$ cat config.mk
export PLATFORM = sky130hd
export DESIGN_NAME = ahb_response_mux
export DESIGN_NICKNAME = d
export VERILOG_FILES = /design/src/rtl/ahb_bus_pkg.sv /design/src/rtl/ahb_response_mux.sv
export SDC_FILE = /design/constraint.sdc
export NUM_CORES = 1
export LEC_CHECK = 0
export BUFFER_PORTS_ARGS = -buffer_cell sky130_fd_sc_hd__buf_4
export CAP_MARGIN = 20
export CELL_PAD_IN_SITES_DETAIL_PLACEMENT = 1
export CELL_PAD_IN_SITES_GLOBAL_PLACEMENT = 1
export CORE_ASPECT_RATIO = 0.75
export CORE_UTILIZATION = 16
export DETAILED_ROUTE_END_ITERATION = 10
export PLACE_DENSITY_LB_ADDON = 0.2
export SETUP_SLACK_MARGIN = 0.3
export SYNTH_ARGS = -nofsm -noshare
export SYNTH_HDL_FRONTEND = slang
export SYNTH_SLANG_ARGS = --single-unit
$ cat constraint.sdc
create_clock -name HCLK -period 1.8 [get_ports HCLK]
set_input_delay 0.45 -clock HCLK [delete_from_list [all_inputs] [get_ports HCLK]]
set_output_delay 0.45 -clock HCLK [all_outputs]
set_load 0.02 [all_outputs]
$ cat src/rtl/ahb_bus_pkg.sv
package ahb_bus_pkg;

    typedef logic [31:0] haddr_t;
    typedef logic [31:0] hdata_t;
    typedef logic [2:0]  hsize_t;
    typedef logic [2:0]  slave_sel_t;  // One-hot, zero when nothing matches.

    typedef enum logic [1:0] {
        IDLE   = 2'b00,
        BUSY   = 2'b01,
        NONSEQ = 2'b10,
        SEQ    = 2'b11
    } htrans_t;

    typedef enum logic [1:0] {
        OKAY,
        ERR_FIRST,
        ERR_SECOND
    } resp_state_t;

    localparam hsize_t SIZE_BYTE = 3'b000;
    localparam hsize_t SIZE_HALF = 3'b001;
    localparam hsize_t SIZE_WORD = 3'b010;

    localparam int SEL_BOOT = 0;
    localparam int SEL_RAM  = 1;
    localparam int SEL_GPIO = 2;

endpackage

$ cat src/rtl/ahb_response_mux.sv
`timescale 1ns/1ps

module ahb_response_mux (
    input  logic                     HCLK,
    input  logic                     rst_n,
    input  ahb_bus_pkg::slave_sel_t  hsel,
    input  ahb_bus_pkg::htrans_t     htrans,
    input  ahb_bus_pkg::hdata_t      boot_rdata,
    input  logic                     boot_ready,
    input  ahb_bus_pkg::hdata_t      ram_rdata,
    input  logic                     ram_ready,
    input  ahb_bus_pkg::hdata_t      gpio_rdata,
    input  logic                     gpio_ready,
    output ahb_bus_pkg::hdata_t      hrdata,
    output logic                     hready,
    output logic                     hresp
);

    import ahb_bus_pkg::*;

    slave_sel_t   owner_q;  // Slave that owns the current data phase.
    resp_state_t  state;
    logic         xfer;
    hdata_t       mux_rdata;
    logic         mux_ready;

    assign xfer = (htrans == NONSEQ) || (htrans == SEQ);

    always_ff @(posedge HCLK) begin
        if (!rst_n) begin
            owner_q <= '0;
            state   <= OKAY;
        end else begin
            if (hready) begin
                owner_q <= xfer ? hsel : '0;
            end
            case (state)
                ERR_FIRST: state <= ERR_SECOND;
                default: begin
                    if (hready && xfer && hsel == '0) begin
                        state <= ERR_FIRST;  // Unmapped address.
                    end else begin
                        state <= OKAY;
                    end
                end
            endcase
        end
    end

    always_comb begin
        mux_rdata = '0;
        mux_ready = 1'b1;
        if (owner_q[SEL_BOOT]) begin
            mux_rdata = boot_rdata;
            mux_ready = boot_ready;
        end else if (owner_q[SEL_RAM]) begin
            mux_rdata = ram_rdata;
            mux_ready = ram_ready;
        end else if (owner_q[SEL_GPIO]) begin
            mux_rdata = gpio_rdata;
            mux_ready = gpio_ready;
        end
    end

    always_comb begin
        case (state)
            ERR_FIRST: begin
                hrdata = '0;
                hready = 1'b0;
                hresp  = 1'b1;
            end
            ERR_SECOND: begin
                hrdata = '0;
                hready = 1'b1;
                hresp  = 1'b1;
            end
            default: begin
                hrdata = mux_rdata;
                hready = mux_ready;
                hresp  = 1'b0;
            end
        endcase
    end

    // A waited address phase stays on the bus until hready rises.
    assert property (@(posedge HCLK) disable iff (!rst_n)
        !hready && xfer |=> $stable(hsel) && $stable(htrans))
    else $error("ERR address phase changed while hready was low");

endmodule

Yosys cells after proc, flatten, opt, wreduce, memory -nomap -nowiden
Index checks and enable logic that the tools add are counted.

operators by class
  bitwise gates (word level) = 1
  equality and inequality tests = 4
  muxes and demuxes = 12
  reductions and logical operators = 6

operator list
  operator                                              number
  2-to-1 mux 32 bit                                     4
  equality test 2 bit (second input constant)           3
  2-to-1 mux 1 bit                                      5
  OR reduction 2 bit                                    2
  zero test 3 bit                                       1
  2-to-1 mux 3 bit                                      1
  equality test 2 x 1 -> 1 bit (second input constant)  1
  logical AND 1 bit                                     2
  2-to-1 mux 2 bit                                      1
  one-hot mux 1 bit (2 select lines)                    1
  logical OR 1 bit                                      1
  inverter 1 bit                                        1

storage, ports and cells
  logic and storage cells = 26
  input port bits = 106
  register bits = 5

Logic depth before layout (Yosys ltp)
Gate-level depths: netlist of the first run.

  depth in word-level cells = 8
  gate-level depth with buffers = 6

Worst setup path after synthesis of the first run
No wires, ideal clock.

  path kind = flip-flop to output port
  start = reg state[0]
  end = out hrdata[22]
  data required time = 1,350 ps
  stages on the path, launching flop included = 6
  path buffers = 1
  arrival = 1,679 ps
  slack = -329 ps
  cells stage by stage = dfxtp_1 inv_1 ha_1 clkinv_1 clkbuf_1 nor3_1

between the ends
  cells in the longest elaborated chain, start to end = 3

RTL lines
  item                                                                        RTL line                source
  start, declared                                                             ahb_response_mux.sv:22  resp_state_t state;
  start signal, assigned                                                      ahb_response_mux.sv:32  state <= OKAY;
  start signal, assigned                                                      ahb_response_mux.sv:38  ERR_FIRST: state <= ERR_SECOND;
  start signal, assigned                                                      ahb_response_mux.sv:41  state <= ERR_FIRST;
  equality test 2 bit / equality test 2 x 1 -> 1 bit (equally long branches)  ahb_response_mux.sv:66  case (state)
  OR reduction 2 bit (no source line) (*)                                     n/a
  2-to-1 mux 32 bit (*)                                                       ahb_response_mux.sv:66
  end, declared                                                               ahb_response_mux.sv:14  output ahb_bus_pkg::hdata_t hrdata,

Mark *: on every way between the ends. The rest lies on a longest branch, timed or not.

Worst setup path in the final report of the first run
  start = reg owner_q[2]
  end = out hrdata[0]

between the ends
  cells in the longest elaborated chain, start to end = 4

RTL lines
  item                    RTL line                source
  start, declared         ahb_response_mux.sv:21  slave_sel_t owner_q;
  start signal, assigned  ahb_response_mux.sv:35  owner_q <= xfer ? hsel : '0;
  2-to-1 mux 32 bit       ahb_response_mux.sv:59  end else if (owner_q[SEL_GPIO]) begin
  2-to-1 mux 32 bit       ahb_response_mux.sv:56  end else if (owner_q[SEL_RAM]) begin
  2-to-1 mux 32 bit       ahb_response_mux.sv:53  if (owner_q[SEL_BOOT]) begin
  2-to-1 mux 32 bit       ahb_response_mux.sv:66

No other way between the ends.

==> results.ini, run 1 <==
[yosys]
yosysWarnings = 0
synthCells = 142
synth_largest_area_cell = a221oi_1
synth_top_area_share_pct = 28.1
syn-cell-area_um2 = 998
syn_avg_cell_area_um2 = 7.03
yosys-top-cells-area = a221oi_1, nor2b_1, nor3_1, dfxtp_1, clkbuf_1
seq_area_frac_synth_pct = 10.0
ys_types = 20
ys_ff_latch = 5
syn_nets = 250

[grt]
grt_usage_pct = 18.1
grt_max_degree = 35
grt_antenna_before_repair = 0
grt_pass1_vias = 1758
grt-ovfl-total = 0
grt_pass1_wl_mm = 9.38

[clock_tree]
numCtsBuffers = 3
clockRootBuffer = clkbuf_8
htreeDepth = 1
clock_sinks = 5
cts_buffer_depth = 2
cts_hold_buf = 0
clock_latency_ps = 220
clk_pin_slew_ps = 40
cts_tree = done

[setup_path]
cp_cell_sequence = nor2b_4, buf_4, buf_12, a221oi_2, nor3_4, buf_6
cp-start-kind = register
path_buf_inv = 3
cp-end-kind = output pin
slowest_stage = a221oi_2
critical_path_class = reg -> out
ff2ff_setup_slack_ps = 260
crit_family = buffers and inverters
worstPathRequired_ps = 1350
slowest_delay_ps = 340
worstPathArrival_ps = 1560
cp_max_fo = 8

[die]
io-pin-count = 140
rows = 24
core_mm2 = 0.00592
die_x_um = 93.2
fp.dieH_um = 70.4
dieArea_mm2 = 0.00656
start_util_pct = 16.9

[timing]
fin_ws_ps = -207
setup_violations = 33
max_slew.worst_pin.slew_ps = 421
period_share_pct = 112
rsz0062_at_grt = true
hold_viol_final = 0
fin_crit_ps = 2010
setup-tns-final_ps = -4490
relSlewSlack_pct = 71.9
finalMaxSlewViolations = 0
skew_ps = 0.582
fmax_mhz = 498

[cells_and_area]
area_growth_pct = 251
nets = 401
drive_above_1_share_pct = 82.9
fin_area_mm2 = 0.00350
antenna_cells = 0
final_util_pct = 59.2

[route]
drt-initial-drc-count = 23
avgViaCountPerCell = 4.88
totalWireLength_mm = 6.80
wl_per_cell_um = 18.4
vias = 1806
drc = 0
ant_nets = 0
first_pass_iters = 4

[placement]
placed_cell_area_mm2 = 0.00271
place.gp.congestion = 0.708
io_buffers = 138
place_hpwl_mm = 4.54

[run]
cap_violations = 0

[power_and_ir_drop]
cellPowerDensity_mw_per_mm2 = 417
ir_worst_vdd_uv = 505
leakagePower_nw = 1.36

[hold_path]
min_path_type = reg -> reg

[status]
failed_checks = negative setup slack
status = complete, but fails checks

## synthesized netlist by cell type
cell / instances
a21oi_1: 1
a221oi_1: 32
nor2b_1: 34
buf_6: 1
nand3_1: 3
nor3_1: 32
buf_4: 1
clkbuf_1: 16
ha_1: 2
nor4_1: 1
clkinv_1: 1
inv_1: 2
and4_1: 1
mux2i_1: 3
and3_1: 1
and2_1: 1
o41ai_4: 1
dfxtp_1: 5
nor2b_4: 1
nand2_1: 3
## sequential cells by signal (all words and copies together) (netlist names)
name and count:
owner_q 3, state 2
## worst register-to-register path, cell delays in order, from the launching register on
cell,delay (ps)
dfxtp_2,320
nor2b_4,130
buf_4,150
nor2b_4,130
o41ai_4,330
buf_4,200
mux2i_1,190
## final timing paths
path	from	end	cells after the start
worst max-delay path	owner_q[2]	hrdata[0]	6
worst min-delay path	owner_q[2]	owner_q[2]	2
worst max register to register	owner_q[2]	owner_q[1]	6
worst min register to register	owner_q[2]	owner_q[2]	2
## repair_timing
action	4_1_cts	5_1_grt
pin swaps	8	24
setup buffers	0	7
resized for setup	36	49
gates cloned	1	5
setup endpoints to repair	38	38
## routing by layer
layer	track usage, %	vias to the layer above	wire [µm]
met5	0	-	0
met1	24.1	889	2820
met3	1.53	6	270
li1	-	852	-
met2	31.5	59	3640
met4	4.10	0	65
## where the power goes
part | switching (mW) | total [mW] | internal, mW
Combinational | 0.502 | 1.13 | 0.624
Clock | 0.0584 | 0.211 | 0.152
Sequential | 0.00703 | 0.124 | 0.117
Total | 0.567 | 1.46 | 0.893
## area by class of cell
cell class	instances	area, µm²
Clock buffer	4	45.0
Fill cell	630	2410
Inverter	3	23.8
Multi-Input combinational cell	116	1660
Sequential cell	5	108
Tap cell	78	97.6
Timing Repair Buffer	164	1560
## stage by stage
step	hold slack [ps]	setup slack [ps]	instances	power, mW
floorplan	435	79.8	142	0.568
global placement	460	64.3	353	0.948
detailed placement	467	25.8	353	0.961
CTS	479	-179	358	1.26
global route	482	-238	370	1.54
finish	470	-207	370	1.46
## cells in the final DEF (no fill, tap or decap), types with 2 or more instances in the layout
| master | Yosys | final |
|---|---|---|
| buf_12 | 0 | 4 |
| a221oi_2 | 0 | 7 |
| nand3_1 | 3 | 3 |
| nor2b_4 | 1 | 2 |
| nor3_4 | 0 | 31 |
| buf_16 | 0 | 3 |
| buf_6 | 1 | 34 |
| clkbuf_16 | 0 | 5 |
| nor2b_1 | 34 | 33 |
| clkbuf_8 | 0 | 3 |
| dfxtp_2 | 0 | 3 |
| a221oi_4 | 0 | 24 |
| buf_4 | 1 | 117 |
| mux2i_1 | 3 | 3 |
| nand2_1 | 3 | 3 |
## kinds of logic after synthesis
kind of cell | share of synthesized area [%]
AOI/OAI and AO/OA | 31.3
and+or+nand+nor | 44.1
DFF | 10.0
muxes | 3.01
buffers and inverters | 9.02
adders and majority gates | 2.51
Power figures use the tool's default switching activity.
==> run 2: changes to the inputs <==
- RECOVER_POWER: not set -> 100
==> results.ini, run 2 (synthesized netlist as in run 1, its figures left out) <==
[grt]
grt-busiest-layer = met2
grt_pass1_wl_mm = 9.38  ; unchanged
grt-ovfl-total = 0  ; unchanged
grt_usage_pct = 18.1  ; unchanged
grt_max_degree = 35  ; unchanged
use_met3_pct = 1.53  ; unchanged
grt_pass1_vias = 1758  ; unchanged
grtUsageMet2_pct = 31.5  ; unchanged
grt_antenna_before_repair = 0  ; unchanged
globalRouteMet1Util_pct = 24.1  ; unchanged

[route]
drc = 0  ; unchanged
avgViaCountPerCell = 4.88  ; unchanged
drt-initial-drc-count = 22  ; -4.3%
wl_per_cell_um = 18.4  ; about the same
vias = 1806  ; unchanged
first_pass_iters = 4  ; unchanged
ant_nets = 0  ; unchanged
totalWireLength_mm = 6.80  ; about the same

[setup_path]
cp-end-kind = output pin
cp_max_fo = 8  ; unchanged
ff2ff_setup_slack_ps = 150  ; -110 ps
worstPathArrival_ps = 1560  ; about the same
r2r_cells = 6  ; unchanged
cp-start-kind = register
worstPathRequired_ps = 1350  ; about the same
critical_path_class = reg -> out

[cells_and_area]
largest_reg_flops = 3  ; unchanged
antenna_cells = 0  ; unchanged
layout_common_cells = buf_4, buf_6, nor2b_1
final_common_cell = buf_4
seq_area_um2 = 108  ; unchanged
final_cells = 370  ; unchanged
drive_above_1_share_pct = 82.5  ; -0.34 points
top_register = owner_q
nets = 401  ; unchanged
nFillCells = 632  ; +0.32%
multi_input_area_mm2 = 0.00166  ; unchanged
fin_area_mm2 = 0.00350  ; -0.11%
reg_top3 = owner_q: 3 flops, state: 2 flops
area_growth_pct = 250

[die]
core_mm2 = 0.00592  ; unchanged
io-pin-count = 140  ; unchanged
fp.dieH_um = 70.4  ; unchanged
dieArea_mm2 = 0.00656  ; unchanged
die_x_um = 93.2  ; unchanged
rows = 24  ; unchanged
start_util_pct = 16.9  ; unchanged

[clock_tree]
cts_buffer_depth = 2  ; unchanged
cts_tree = done
htreeDepth = 1  ; unchanged
clockRootBuffer = clkbuf_8
clock_sinks = 5  ; unchanged
clock_latency_ps = 220  ; about the same
clk_pin_slew_ps = 40  ; about the same
numCtsBuffers = 3  ; unchanged

[placement]
placed_cell_area_mm2 = 0.00271  ; unchanged
place_hpwl_mm = 4.54  ; unchanged
place.gp.congestion = 0.708  ; unchanged
io_buffers = 138  ; unchanged
placedCellCount = 353  ; unchanged
pre_cts_ws_ps = 25.8  ; unchanged

[timing]
period_share_pct = 112  ; about the same
fin_ws_ps = -207  ; -0.0100 ps
relSlewSlack_pct = 71.9  ; about the same
rsz0062_at_grt = true
skew_ps = 0.529  ; -0.0525 ps
hold_viol_final = 0  ; unchanged
max_slew.worst_pin.slew_ps = 421  ; +0.00143 ps
fmax_mhz = 498  ; about the same
setup_violations = 33  ; unchanged
fin_crit_ps = 2010  ; +0.0100 ps
finalMaxSlewViolations = 0  ; unchanged

[power_and_ir_drop]
cellPowerDensity_mw_per_mm2 = 417  ; about the same
leakagePower_nw = 1.36  ; -0.31%
ir_worst_vdd_uv = 505  ; about the same
total_power_mw = 1.46  ; -0.15%

[run]
cap_violations = 0  ; unchanged

[hold_path]
whs_path_depth = 2  ; unchanged
min_path_type = reg -> reg

[status]
failed_checks = negative setup slack
status = complete, but fails checks

==> run 2: cell count changes in the layout (fill, tap and decap cells not counted) <==
cell and delta:
and2_1 -1, clkbuf_1 +1, buf_4 -1, and2_0 +1
==> run 2: repair_timing <==
item / in CTS / in global routing
endpoints found under the setup margin: 38 / 38
hold endpoints to repair: 0 / 0
pin swaps: 8 / 24
hold buffers: 0 / 0
buffers inserted: 0 / 7
gates cloned: 1 / 5
resized for setup: 36 / 49
==> run 2: report_power, final <==
group | switching, mW | internal, mW
Clock | 0.0584 | 0.152
Combinational | 0.502 | 0.622
Sequential | 0.00697 | 0.117
==> run 2: cell type report <==
class | count | area share, %
multi-input combinational | 116 | 47.5
timing repair buffer | 164 | 44.6
sequential | 5 | 3.08
tap | 78 | 2.79
inverter | 3 | 0.680
clock buffer | 4 | 1.29
==> run 2: through the flow <==
| stage | utilization [%] | TNS, ps | hold WS, ps |
|---|---|---|---|
| 2_1_floorplan | - | 0 | 435 |
| 3_3_place_gp | 45.7 | 0 | 460 |
| 3_5_place_dp | 45.7 | 0 | 467 |
| 4_1_cts | 49.4 | -4360 | 479 |
| 5_1_grt | 59.1 | -6330 | 482 |
| 6_report | 59.1 | -4490 | 470 |
==> run 2: path summary, 6_finish.rpt <==
path,endpoint,from
max,hrdata[0],owner_q[2]
min,owner_q[2],owner_q[2]
max reg2reg,owner_q[1],owner_q[2]
min reg2reg,owner_q[2],owner_q[2]
==> run 2: per-layer routing <==
layer	vias to the layer above	wire length (µm)
met5	-	0
met4	0	65
met3	6	270
met2	59	3640
met1	889	2820
li1	852	-
==> run 2: worst max-delay path, stage by stage (launching register included) <==
cell and delay, ps:
dfxtp_2 320, nor2b_4 130, buf_4 150, buf_12 150, a221oi_2 340, nor3_4 90, buf_6 140
