`config.mk`:
```
export PLATFORM = sky130hd
export DESIGN_NAME = ahb_gpio_slave
export DESIGN_NICKNAME = d
export VERILOG_FILES = /design/src/rtl/ahb_bus_pkg.sv /design/src/rtl/board_io_pkg.sv /design/src/rtl/ahb_gpio_slave.sv
export VERILOG_INCLUDE_DIRS = /design/src /design/src/rtl
export SDC_FILE = /design/constraint.sdc
export NUM_CORES = 1
export LEC_CHECK = 0
export ABC_AREA = 1
export BUFFER_PORTS_ARGS = -buffer_cell sky130_fd_sc_hd__buf_2
export CAP_MARGIN = 30
export CORE_MARGIN = 4
export CORE_UTILIZATION = 40
export DETAILED_ROUTE_END_ITERATION = 6
export PLACE_DENSITY = 0.66
export SKIP_LAST_GASP = 1
export SYNTH_ARGS = -nofsm -noshare
export SYNTH_HDL_FRONTEND = slang
export SYNTH_SLANG_ARGS = --single-unit
```
`constraint.sdc`:
```
create_clock -name HCLK -period 3.25 [get_ports HCLK]
set_clock_uncertainty 0.15 [all_clocks]
set_input_delay 0 -clock HCLK [delete_from_list [all_inputs] [get_ports HCLK]]
set_output_delay 0 -clock HCLK [all_outputs]
set_load 0.01 [all_outputs]
```
`src/rtl/ahb_matrix_params.svh`:
```
`ifndef AHB_MATRIX_PARAMS_SVH
`define AHB_MATRIX_PARAMS_SVH

// ====================
// Address map
// ====================
`define AHB_BOOT_MATCH       7'h7F  // Physical 0x1FC00000, bits 28..22.
`define AHB_GPIO_MATCH       7'h7E  // Physical 0x1F800000, bits 28..22.
`define AHB_RAM_MATCH        1'b0   // Bit 28 low selects main RAM.

`define AHB_BOOT_ADDR_WIDTH  10     // Word address bits.
`define AHB_RAM_ADDR_WIDTH   12

// ====================
// GPIO registers
// ====================
`define GPIO_OFS_WIDTH       5
`define GPIO_RED_OFS         5'h00
`define GPIO_GREEN_OFS       5'h04
`define GPIO_HEX_OFS         5'h08
`define GPIO_SW_OFS          5'h0C
`define GPIO_BTN_OFS         5'h10

`define IO_N_SWITCHES        16
`define IO_N_BUTTONS         4
`define IO_N_RED_LEDS        16
`define IO_N_GREEN_LEDS      8
`define IO_HEX_WIDTH         32     // Eight 4-bit digits.

`endif

```
`src/rtl/ahb_bus_pkg.sv`:
```
package ahb_bus_pkg;

    typedef logic [31:0] haddr_t;
    typedef logic [31:0] hdata_t;
    typedef logic [2:0]  hsize_t;
    typedef logic [2:0]  slave_sel_t;  // One-hot, zero when nothing matches.

    typedef enum logic [1:0] {
        IDLE   = 2'b00,
        BUSY   = 2'b01,
        NONSEQ = 2'b10,
        SEQ    = 2'b11
    } htrans_t;

    typedef enum logic [1:0] {
        OKAY,
        ERR_FIRST,
        ERR_SECOND
    } resp_state_t;

    localparam hsize_t SIZE_BYTE = 3'b000;
    localparam hsize_t SIZE_HALF = 3'b001;
    localparam hsize_t SIZE_WORD = 3'b010;

    localparam int SEL_BOOT = 0;
    localparam int SEL_RAM  = 1;
    localparam int SEL_GPIO = 2;

endpackage

```
`src/rtl/board_io_pkg.sv`:
```
`include "ahb_matrix_params.svh"

package board_io_pkg;

    // ====================
    // Board I/O vectors
    // ====================
    typedef logic [`IO_N_SWITCHES-1:0]   switches_t;
    typedef logic [`IO_N_BUTTONS-1:0]    buttons_t;
    typedef logic [`IO_N_RED_LEDS-1:0]   red_leds_t;
    typedef logic [`IO_N_GREEN_LEDS-1:0] green_leds_t;

    // Digit n sits in bits 4n+3..4n.
    typedef logic [`IO_HEX_WIDTH-1:0]    hex_t;

endpackage

```
`src/rtl/ahb_gpio_slave.sv`:
```
`timescale 1ns/1ps

`include "ahb_matrix_params.svh"

module ahb_gpio_slave (
    input  logic                       HCLK,
    input  logic                       rst_n,
    input  logic                       sel,
    input  ahb_bus_pkg::haddr_t         haddr,
    input  ahb_bus_pkg::htrans_t        htrans,
    input  logic                       hwrite,
    input  ahb_bus_pkg::hdata_t         hwdata,
    input  logic                       hready,
    output ahb_bus_pkg::hdata_t         rdata,
    output logic                       ready,
    input  board_io_pkg::switches_t     switches,
    input  board_io_pkg::buttons_t      buttons,
    output board_io_pkg::red_leds_t     red_leds,
    output board_io_pkg::green_leds_t   green_leds,
    output board_io_pkg::hex_t          hex
);

    import ahb_bus_pkg::*;
    import board_io_pkg::*;

    logic                        xfer;
    logic                        dphase_q;
    logic                        write_q;
    logic                        rd_wait_q;
    logic                        rd_pend;
    logic [`GPIO_OFS_WIDTH-1:0]  ofs_q;
    hdata_t                      rd_value;
    hdata_t                      rdata_q;

    switches_t                   sw_meta;
    switches_t                   sw_sync;
    buttons_t                    btn_meta;
    buttons_t                    btn_sync;

    assign xfer = hready && sel && (htrans == NONSEQ || htrans == SEQ);

    // ====================
    // Input synchronizers
    // ====================
    always_ff @(posedge HCLK) begin
        sw_meta  <= switches;
        sw_sync  <= sw_meta;
        btn_meta <= buttons;
        btn_sync <= btn_meta;
    end

    // ====================
    // Bus control
    // ====================
    assign rd_pend = dphase_q && !write_q;
    assign ready   = !(rd_pend && !rd_wait_q);  // Low for the first read cycle.

    always_ff @(posedge HCLK) begin
        if (!rst_n) begin
            dphase_q  <= 1'b0;
            write_q   <= 1'b0;
            rd_wait_q <= 1'b0;
        end else if (hready) begin
            dphase_q  <= xfer;
            write_q   <= hwrite;
            rd_wait_q <= 1'b0;
        end else if (rd_pend) begin
            rd_wait_q <= 1'b1;
        end
    end

    always_ff @(posedge HCLK) begin
        if (xfer) begin
            ofs_q <= haddr[`GPIO_OFS_WIDTH-1:0];
        end
        if (rd_pend && !rd_wait_q) begin
            rdata_q <= rd_value;  // Captured during the wait state.
        end
    end

    always_comb begin
        case (ofs_q)
            `GPIO_RED_OFS:   rd_value = hdata_t'(red_leds);
            `GPIO_GREEN_OFS: rd_value = hdata_t'(green_leds);
            `GPIO_HEX_OFS:   rd_value = hdata_t'(hex);
            `GPIO_SW_OFS:    rd_value = hdata_t'(sw_sync);
            `GPIO_BTN_OFS:   rd_value = hdata_t'(btn_sync);
            default:         rd_value = '0;
        endcase
    end

    assign rdata = rdata_q;

    // ====================
    // Output registers
    // ====================
    always_ff @(posedge HCLK) begin
        if (!rst_n) begin
            red_leds   <= '0;
            green_leds <= '0;
            hex        <= '0;
        end else if (dphase_q && write_q && hready) begin
            case (ofs_q)
                `GPIO_RED_OFS:   red_leds   <= hwdata[$bits(red_leds_t)-1:0];
                `GPIO_GREEN_OFS: green_leds <= hwdata[$bits(green_leds_t)-1:0];
                `GPIO_HEX_OFS:   hex        <= hwdata[$bits(hex_t)-1:0];
                default:         ;  // Input offsets are read-only.
            endcase
        end
    end

endmodule

```
# Yosys cells after proc, flatten, opt, wreduce, memory -nomap -nowiden
# Index checks and enable logic that the tools add are counted.
# word_totals
regBits,136
latch_bits,0
mem_bits_rw,0
rom_bits,0
inputBits,91
elab_cells,35
memories,0
# op_classes
addsub,0
mul,0
div,0
magnitude_cmp,0
n_eq_ne,6
n_shift,0
n_mux,1
bitwise,1
n_reduce_logical,15
# ops
operator,count
32-bit case mux with 5 select lines,1
5-bit by 4-bit equality test with 1-bit output (second input constant),2
1-bit logical AND,6
2-bit AND reduction,3
5-bit by 3-bit equality test with 1-bit output (second input constant),1
5-bit equality test (second input constant),1
5-bit logical NOT,1
2-bit equality test (second input constant),2
1-bit logical NOT,3
2-bit OR reduction,1
1-bit logical OR,1
1-bit NOT,1

# Logic depth before layout (Yosys ltp)
# Gate-level depths: netlist of the first run.
# logic_depth
word_depth,4
depth_mapped,9
ltp_nobuf,7

# Worst setup path before layout of the first run
# Ideal clock, no wire load.
# synth_path
path_type,register to register
startpoint,register dphase_q
endpoint,"register rdata_q[0], in the netlist rdata[0] (enable)"
t_arrival_ns,1.847
slack_ns,0.831
path_stages_with_launch,3
path_buffers,0
cell_sequence,dfxtp_1 > nand2_1 > nor2_1
# synth_via
elab_chain_len,2
# synth_lines
item,line,rtl
"start, declared",ahb_gpio_slave.sv:27,logic dphase_q;
"start signal, assigned",ahb_gpio_slave.sv:64,dphase_q <= xfer;
1-bit logical AND,ahb_gpio_slave.sv:55,assign rd_pend = dphase_q && !write_q;
1-bit logical AND,ahb_gpio_slave.sv:76,if (rd_pend && !rd_wait_q) begin
"end signal, assigned",ahb_gpio_slave.sv:77,rdata_q <= rd_value;
"end, declared",ahb_gpio_slave.sv:33,hdata_t rdata_q;
# No other way between the ends.
# A chain may end at the register's enable or synchronous reset.

# Final worst setup path of the first run
# layout_path
startpoint,register dphase_q
endpoint,register hex[23]
# layout_via
elab_chain_len,3
# layout_lines
item,line,rtl
1-bit logical AND (2 in a row),ahb_gpio_slave.sv:102,end else if (dphase_q && write_q && hready) begin
2-bit AND reduction (no source line),-,
"end signal, assigned",ahb_gpio_slave.sv:106,`GPIO_HEX_OFS: hex <= hwdata[$bits(hex_t)-1:0];
"end, declared",ahb_gpio_slave.sv:20,output board_io_pkg::hex_t hex
# No other way between the ends.

==> impl_metrics.ini, run 1 <==
[grt]
grt_antenna_before_repair = 0
gr-total-overflow = 0
grt_pass1_vias = 4456
track_usage_pct = 19.7
grt_pass1_wl_mm = 22.3
grt_max_degree = 57

[critical_path]
crit_fanout = 56
r2r-start = dphase_q$_SDFFE_PN0P_
critical_path_buf_inv_count = 2
reg2reg_setup_slack_ns = 0.76
path_depth = 6
ff2ff_path_depth = 6
worstPathArrival_ns = 2.64
r2r-end = hex[23]$_SDFFE_PN0P_
crit_path_start = dphase_q$_SDFFE_PN0P_
crit_path_end_kind = flip-flop
cp-start-kind = flip-flop
cp_slowest_cell = inv_2
max_stage_delay_ns = 0.75
cp_data_required_time_ns = 3.41
crit_family = buffers and inverters
crit_chain = nand3_4 -> inv_2 -> nand3_1 -> nand2_1 -> dlygate4sd3_1 -> nor2_1
crit_type = flip-flop to flip-flop

[floorplan]
io_pins = 180
die_x_um = 121
die_area_um2 = 14700
rows = 41
core_area_um2 = 12600
start_util_pct = 40.8
die_h_um = 121

[detailed_routing]
drtAntennaViolNets = 0
drt_first_pass_iters = 4
vias_per_cell = 4.69
first_iter_violations = 315
totalWireLength_mm = 14.2
wl_met1_mm = 5.82
wl_per_cell_um = 14.4
maxUsedRoutingLayer = met4
vias = 4644
wl_met2_mm = 6.95
dr_wl_met3_mm = 1.09
drc_errors = 0

[status]
status = completed

[synth]
synth_edf_count = 37
synthTopCellsByCount = 138 x nor2_1, 99 x dfxtp_1, 96 x nand2_1
synth_mux_area_share_pct = 0
yosys.area_share.adder_pct = 0
ys_seq_area_share_pct = 60.1
yosysMostFrequentCell = nor2_1
synth_area_leader_cell = dfxtp_1
synth_compound_area_share_pct = 0.584
synth-simple-area-share_pct = 30.8
synth-seq-cells = 136
yosys_warnings = 0
synth_nets = 679
synth_xor_area_share_pct = 0
async_reset_ff_share_pct = 0
netlist_area_um2 = 5140
synth_top_family_by_area = simple AND/OR/NAND/NOR gates
synth_top_area_share_pct = 38.5
synth.avg_cell_area_um2 = 8.75
synth_area_leaders = dfxtp_1 39%, edfxtp_1 22%, nor2_1 10%
syn_inst = 588
synth_ff_type = dfxtp_1
yosysUniqueCellTypes = 24

[layout]
syn_to_final_growth_pct = 41.3
seq_area_um2 = 3090
num-fill-cells = 1104
nNetsFinal = 896
antenna_cells = 0
layout-drive-gt1-share_pct = 24.6
multi_input_area_um2 = 1630

[run]
cap_violations = 0

[sta]
slew_viol_final = 0
fin_crit_ns = 2.49
hold_viol_final = 0
rsz0062_at_grt = no
fmax_ghz = 0.402
final-setup-viol-count = 0
fin_tns_setup_ns = 0
tightest_slew_ns = 0.975
worst_slew_margin_rel_pct = 34.9
post-route-period-util_pct = 76.5

[placed_design]
finalWeightedCongestion = 0.766
hpwl_mm = 8.83
io_buffers = 151

[clock_network]
cts_tree = yes
cts_made_buffers = 17
clk_pin_slew_ns = 0.05
clkSinkCount = 136
htreeDepth = 4
post_cts_buffers = 0
clock_path_buffers = 2
cts_root_buf = clkbuf_16
insertion_delay_ns = 0.41

[power]
p_leak_nw = 3.31
powerDensity_nw_per_um2 = 524
ir_worst_vdd_uv = 361
p_total_mw = 3.81

[min_path]
holdPathStages = 2
hold_end = sw_meta[2]$_DFF_P_
min_from = switches[2]
worstHoldPathType = input pin to flip-flop
worst max-delay path by stage:
stage / end / slack, ns
2_1_floorplan: rdata[0]$_DFFE_PP_ / 0.83
3_3_place_gp: rdata[1]$_DFFE_PP_ / 1.02
3_5_place_dp: hex[8]$_SDFFE_PN0P_ / 1.05
4_1_cts: hex[26]$_SDFFE_PN0P_ / 0.78
5_1_grt: hex[23]$_SDFFE_PN0P_ / 0.57
6_report: hex[23]$_SDFFE_PN0P_ / 0.76
per-stage QoR:
step                      hold WS, ns  area [um2]  cells  worst slack [ns]  util (%)
after CTS                      0.0422        7270    990             0.785      57.6
after global routing           0.0667        7270    990             0.569      57.6
final                          0.0673        7270    990             0.765      57.6
after detailed placement      -0.0464        5990    886              1.05      47.5
after floorplan                -0.122        5140    588             0.831         -
after global placement        -0.0481        5990    886              1.02      47.5
metal layers:
layer | up-vias | track usage (%)
li1 | 2303 | -
met1 | 2129 | 23.6
met2 | 183 | 32.6
met3 | 29 | 5.64
met4 | 0 | 9.24
met5 | - | 0
placed cells by master, fill, tap and decap left out, types with 3 or more instances in the layout:
cell type / count
clkinv_2: 3
nand3_1: 66
dlygate4sd3_1: 72
edfxtp_1: 37
nor2_1: 136
nor2_4: 5
buf_4: 6
inv_1: 63
o21ai_0: 3
dfxtp_1: 99
nor2_2: 3
inv_2: 3
nand2_1: 96
buf_2: 151
nand4_1: 34
clkinv_1: 3
a21oi_1: 3
clkbuf_1: 4
clkbuf_16: 17
sequential cells by signal, summed over array words and instances, names as in the netlist:
name,count
write_q,1
green_leds,8
rd_wait_q,1
sw_sync,16
btn_meta,4
hex,32
rdata,32
ofs_q,5
red_leds,16
sw_meta,16
btn_sync,4
dphase_q,1
power by group:
group / switching [mW] / total, mW / internal (mW)
logic: 0.108 / 0.217 / 0.110
registers: 0.0137 / 1.79 / 1.78
clock network: 0.666 / 1.80 / 1.14
timing repair:
action,CTS,global route
gates resized for setup,0,0
endpoints found under the hold margin,89,0
hold buffers,72,0
setup endpoints to repair,0,0
cell type report:
| type | count | area share, % |
|---|---|---|
| multi-input combinational | 354 | 22.4 |
| tap | 172 | 2.96 |
| sequential | 136 | 42.5 |
| inverter | 67 | 3.49 |
| timing repair buffer | 229 | 20.9 |
| clock buffer | 22 | 6.25 |
| clock inverter | 10 | 1.41 |
cell families after synthesis:
group | Yosys count
buffers and inverters | 98
AOI/OAI and AO/OA | 6
DFF | 136
and+or+nand+nor | 348
Power figures use the tool's default switching activity.
==> inputs of run 2 (changes only) <==
Settings changed: ABC_AREA 1 to 0, PLACE_DENSITY 0.66 to 0.67.
Clock period 3.25 ns to 2.5 ns, I/O delays scaled along.
==> run 2 against run 1 <==
Net effect:
- clock power rose by 43%
- register-to-register slack lost 0.69 ns
- power rose by 35%
- critical path type unchanged
- highest routed layer unchanged
==> impl_metrics.ini, run 2 <==
[sta]
post-route-period-util_pct = 96.8
hold_viol_final = 0
worst_slew_margin_rel_pct = 66.7
slew_viol_final = 0
fin_crit_ns = 2.42
rsz0062_at_grt = no
final-setup-viol-count = 0
fin_tns_setup_ns = 0
hold_slack_ns = 0.0775
fmax_ghz = 0.413
tightest_slew_ns = 0.499

[synth]
synth_area_leaders = dfxtp_1 42%, edfxtp_1 23%, mux2i_1 14%
synth_top_area_share_pct = 41.8
synthTopCellsByCount = 99 x dfxtp_1, 88 x nand2_1, 65 x mux2i_1
synth_nets = 462
synth_edf_count = 37
synth_area_leader_cell = dfxtp_1
yosysUniqueCellTypes = 29
ys_seq_area_share_pct = 65.3
synth_ff_type = dfxtp_1
yosys_warnings = 0
syn_inst = 371
yosysMostFrequentCell = dfxtp_1
netlist_area_um2 = 4740
async_reset_ff_share_pct = 0
synth-seq-cells = 136
synth.avg_cell_area_um2 = 12.8

[power]
powerDensity_nw_per_um2 = 726
ir_worst_vdd_uv = 419
p_leak_nw = 3.08

[layout]
syn_to_final_growth_pct = 49.6
final_cell_mix = 151 x buf_2, 99 x dfxtp_1, 88 x nand2_1
design_area_um2 = 7090
nNetsFinal = 702
layout-drive-gt1-share_pct = 33.2
layout_commonest_cell = buf_2
antenna_cells = 0

[min_path]
worstHoldPathType = input pin to flip-flop
hold_end = sw_meta[10]$_DFF_P_
min_from = switches[10]
holdPathStages = 2

[detailed_routing]
drtAntennaViolNets = 0
vias = 3621
drt_first_pass_iters = 4
drc_errors = 0
vias_per_cell = 4.72
first_iter_violations = 179
wl_per_cell_um = 15.9
totalWireLength_mm = 12.2

[critical_path]
reg2reg_setup_slack_ns = 0.08
crit_path_end_kind = flip-flop
crit_fanout = 12
ff2ff_path_depth = 5
worstPathArrival_ns = 2.61
cp-start-kind = flip-flop
crit_type = flip-flop to flip-flop
r2r-start = ofs_q[4]$_DFFE_PP_
cp_data_required_time_ns = 2.69
r2r-end = hex[27]$_SDFFE_PN0P_

[grt]
grt_antenna_before_repair = 0
grt_pass1_wl_mm = 19.0
grt_pass1_vias = 3824
grt_max_degree = 43
gr-total-overflow = 0
track_usage_pct = 18.3

[floorplan]
core_area_um2 = 11500
rows = 39
die_area_um2 = 13700
die_x_um = 117
die_h_um = 117
start_util_pct = 41.2
io_pins = 180

[clock_network]
cts_made_buffers = 17
clk_pin_slew_ns = 0.06
clkSinkCount = 136
htreeDepth = 4
insertion_delay_ns = 0.41
cts_tree = yes
cts_root_buf = clkbuf_16
clock_path_buffers = 2

[placed_design]
io_buffers = 151
finalWeightedCongestion = 0.770
hpwl_mm = 7.79
place_area_um2 = 5690

[run]
cap_violations = 0

[status]
status = completed
-- run 2: worst max path at each step --
stage / depth (start not counted) / startpoint / slack [ns] / endpoint
2_1_floorplan: 5 / ofs_q[2]$_DFFE_PP_ / 0.47 / red_leds[5]$_SDFFE_PN0P_
5_1_grt: 5 / ofs_q[4]$_DFFE_PP_ / 0.01 / hex[27]$_SDFFE_PN0P_
3_5_place_dp: 4 / ofs_q[4]$_DFFE_PP_ / 0.41 / red_leds[11]$_SDFFE_PN0P_
6_report: 5 / ofs_q[4]$_DFFE_PP_ / 0.08 / hex[27]$_SDFFE_PN0P_
4_1_cts: 5 / ofs_q[4]$_DFFE_PP_ / 0.04 / hex[27]$_SDFFE_PN0P_
3_3_place_gp: 4 / ofs_q[4]$_DFFE_PP_ / 0.49 / red_leds[8]$_SDFFE_PN0P_
-- run 2: cell type report --
cell class,count,area (um2)
Fill cell,921,4430
Sequential cell,136,3090
Timing Repair Buffer,241,1640
Multi-Input combinational cell,212,1540
Clock buffer,18,439
Clock inverter,14,180
Tap cell,143,179
Inverter,3,11.3
-- run 2: report_power, final --
part	switching (mW)	total, mW	internal [mW]
combinational	0.103	0.246	0.143
sequential	0.0138	2.32	2.30
clock	0.902	2.58	1.68
total	1.02	5.15	4.13
-- run 2: critical path: stages, from the launching register on --
cell and delay, ns:
edfxtp_1 0.43, or4b_4 0.60, nor2_4 0.15, buf_8 0.19
mux2i_1 0.23, dlygate4sd3_1 0.59
-- run 2: per-stage QoR --
step	utilization [%]	setup WS [ns]	total power, mW	instances
after global routing	61.6	0.0102	5.32	767
after floorplan	-	0.475	2.43	371
final	61.6	0.0792	5.15	767
after detailed placement	49.4	0.410	2.52	658
after global placement	49.4	0.492	2.51	658
after CTS	61.5	0.0437	5.19	767
-- run 2: logic make-up after synthesis --
family | after synthesis | share of synthesized area, %
AO/OA/AOI/OAI | 14 | 2.48
buffers and inverters | 23 | 2.53
flip-flops | 136 | 65.3
multiplexers | 73 | 17.5
AND/OR/NAND/NOR | 125 | 12.2
-- run 2: routing by layer --
metal / wire (um) / vias up / GRT usage [%]
met1: 5240 / 1725 / 21.2
met4: 127 / 0 / 6.57
met2: 6180 / 118 / 32.6
li1: - / 1766 / -
met3: 617 / 12 / 4.58
met5: 0 / - / 0
-- run 2: repair_timing --
| item | 4_1_cts | 5_1_grt |
|---|---|---|
| endpoints found under the setup margin | 0 | 4 |
| hold buffers | 77 | 0 |
| gates resized for setup | 0 | 3 |
| buffers inserted | 0 | 0 |
| endpoints found under the hold margin | 89 | 0 |
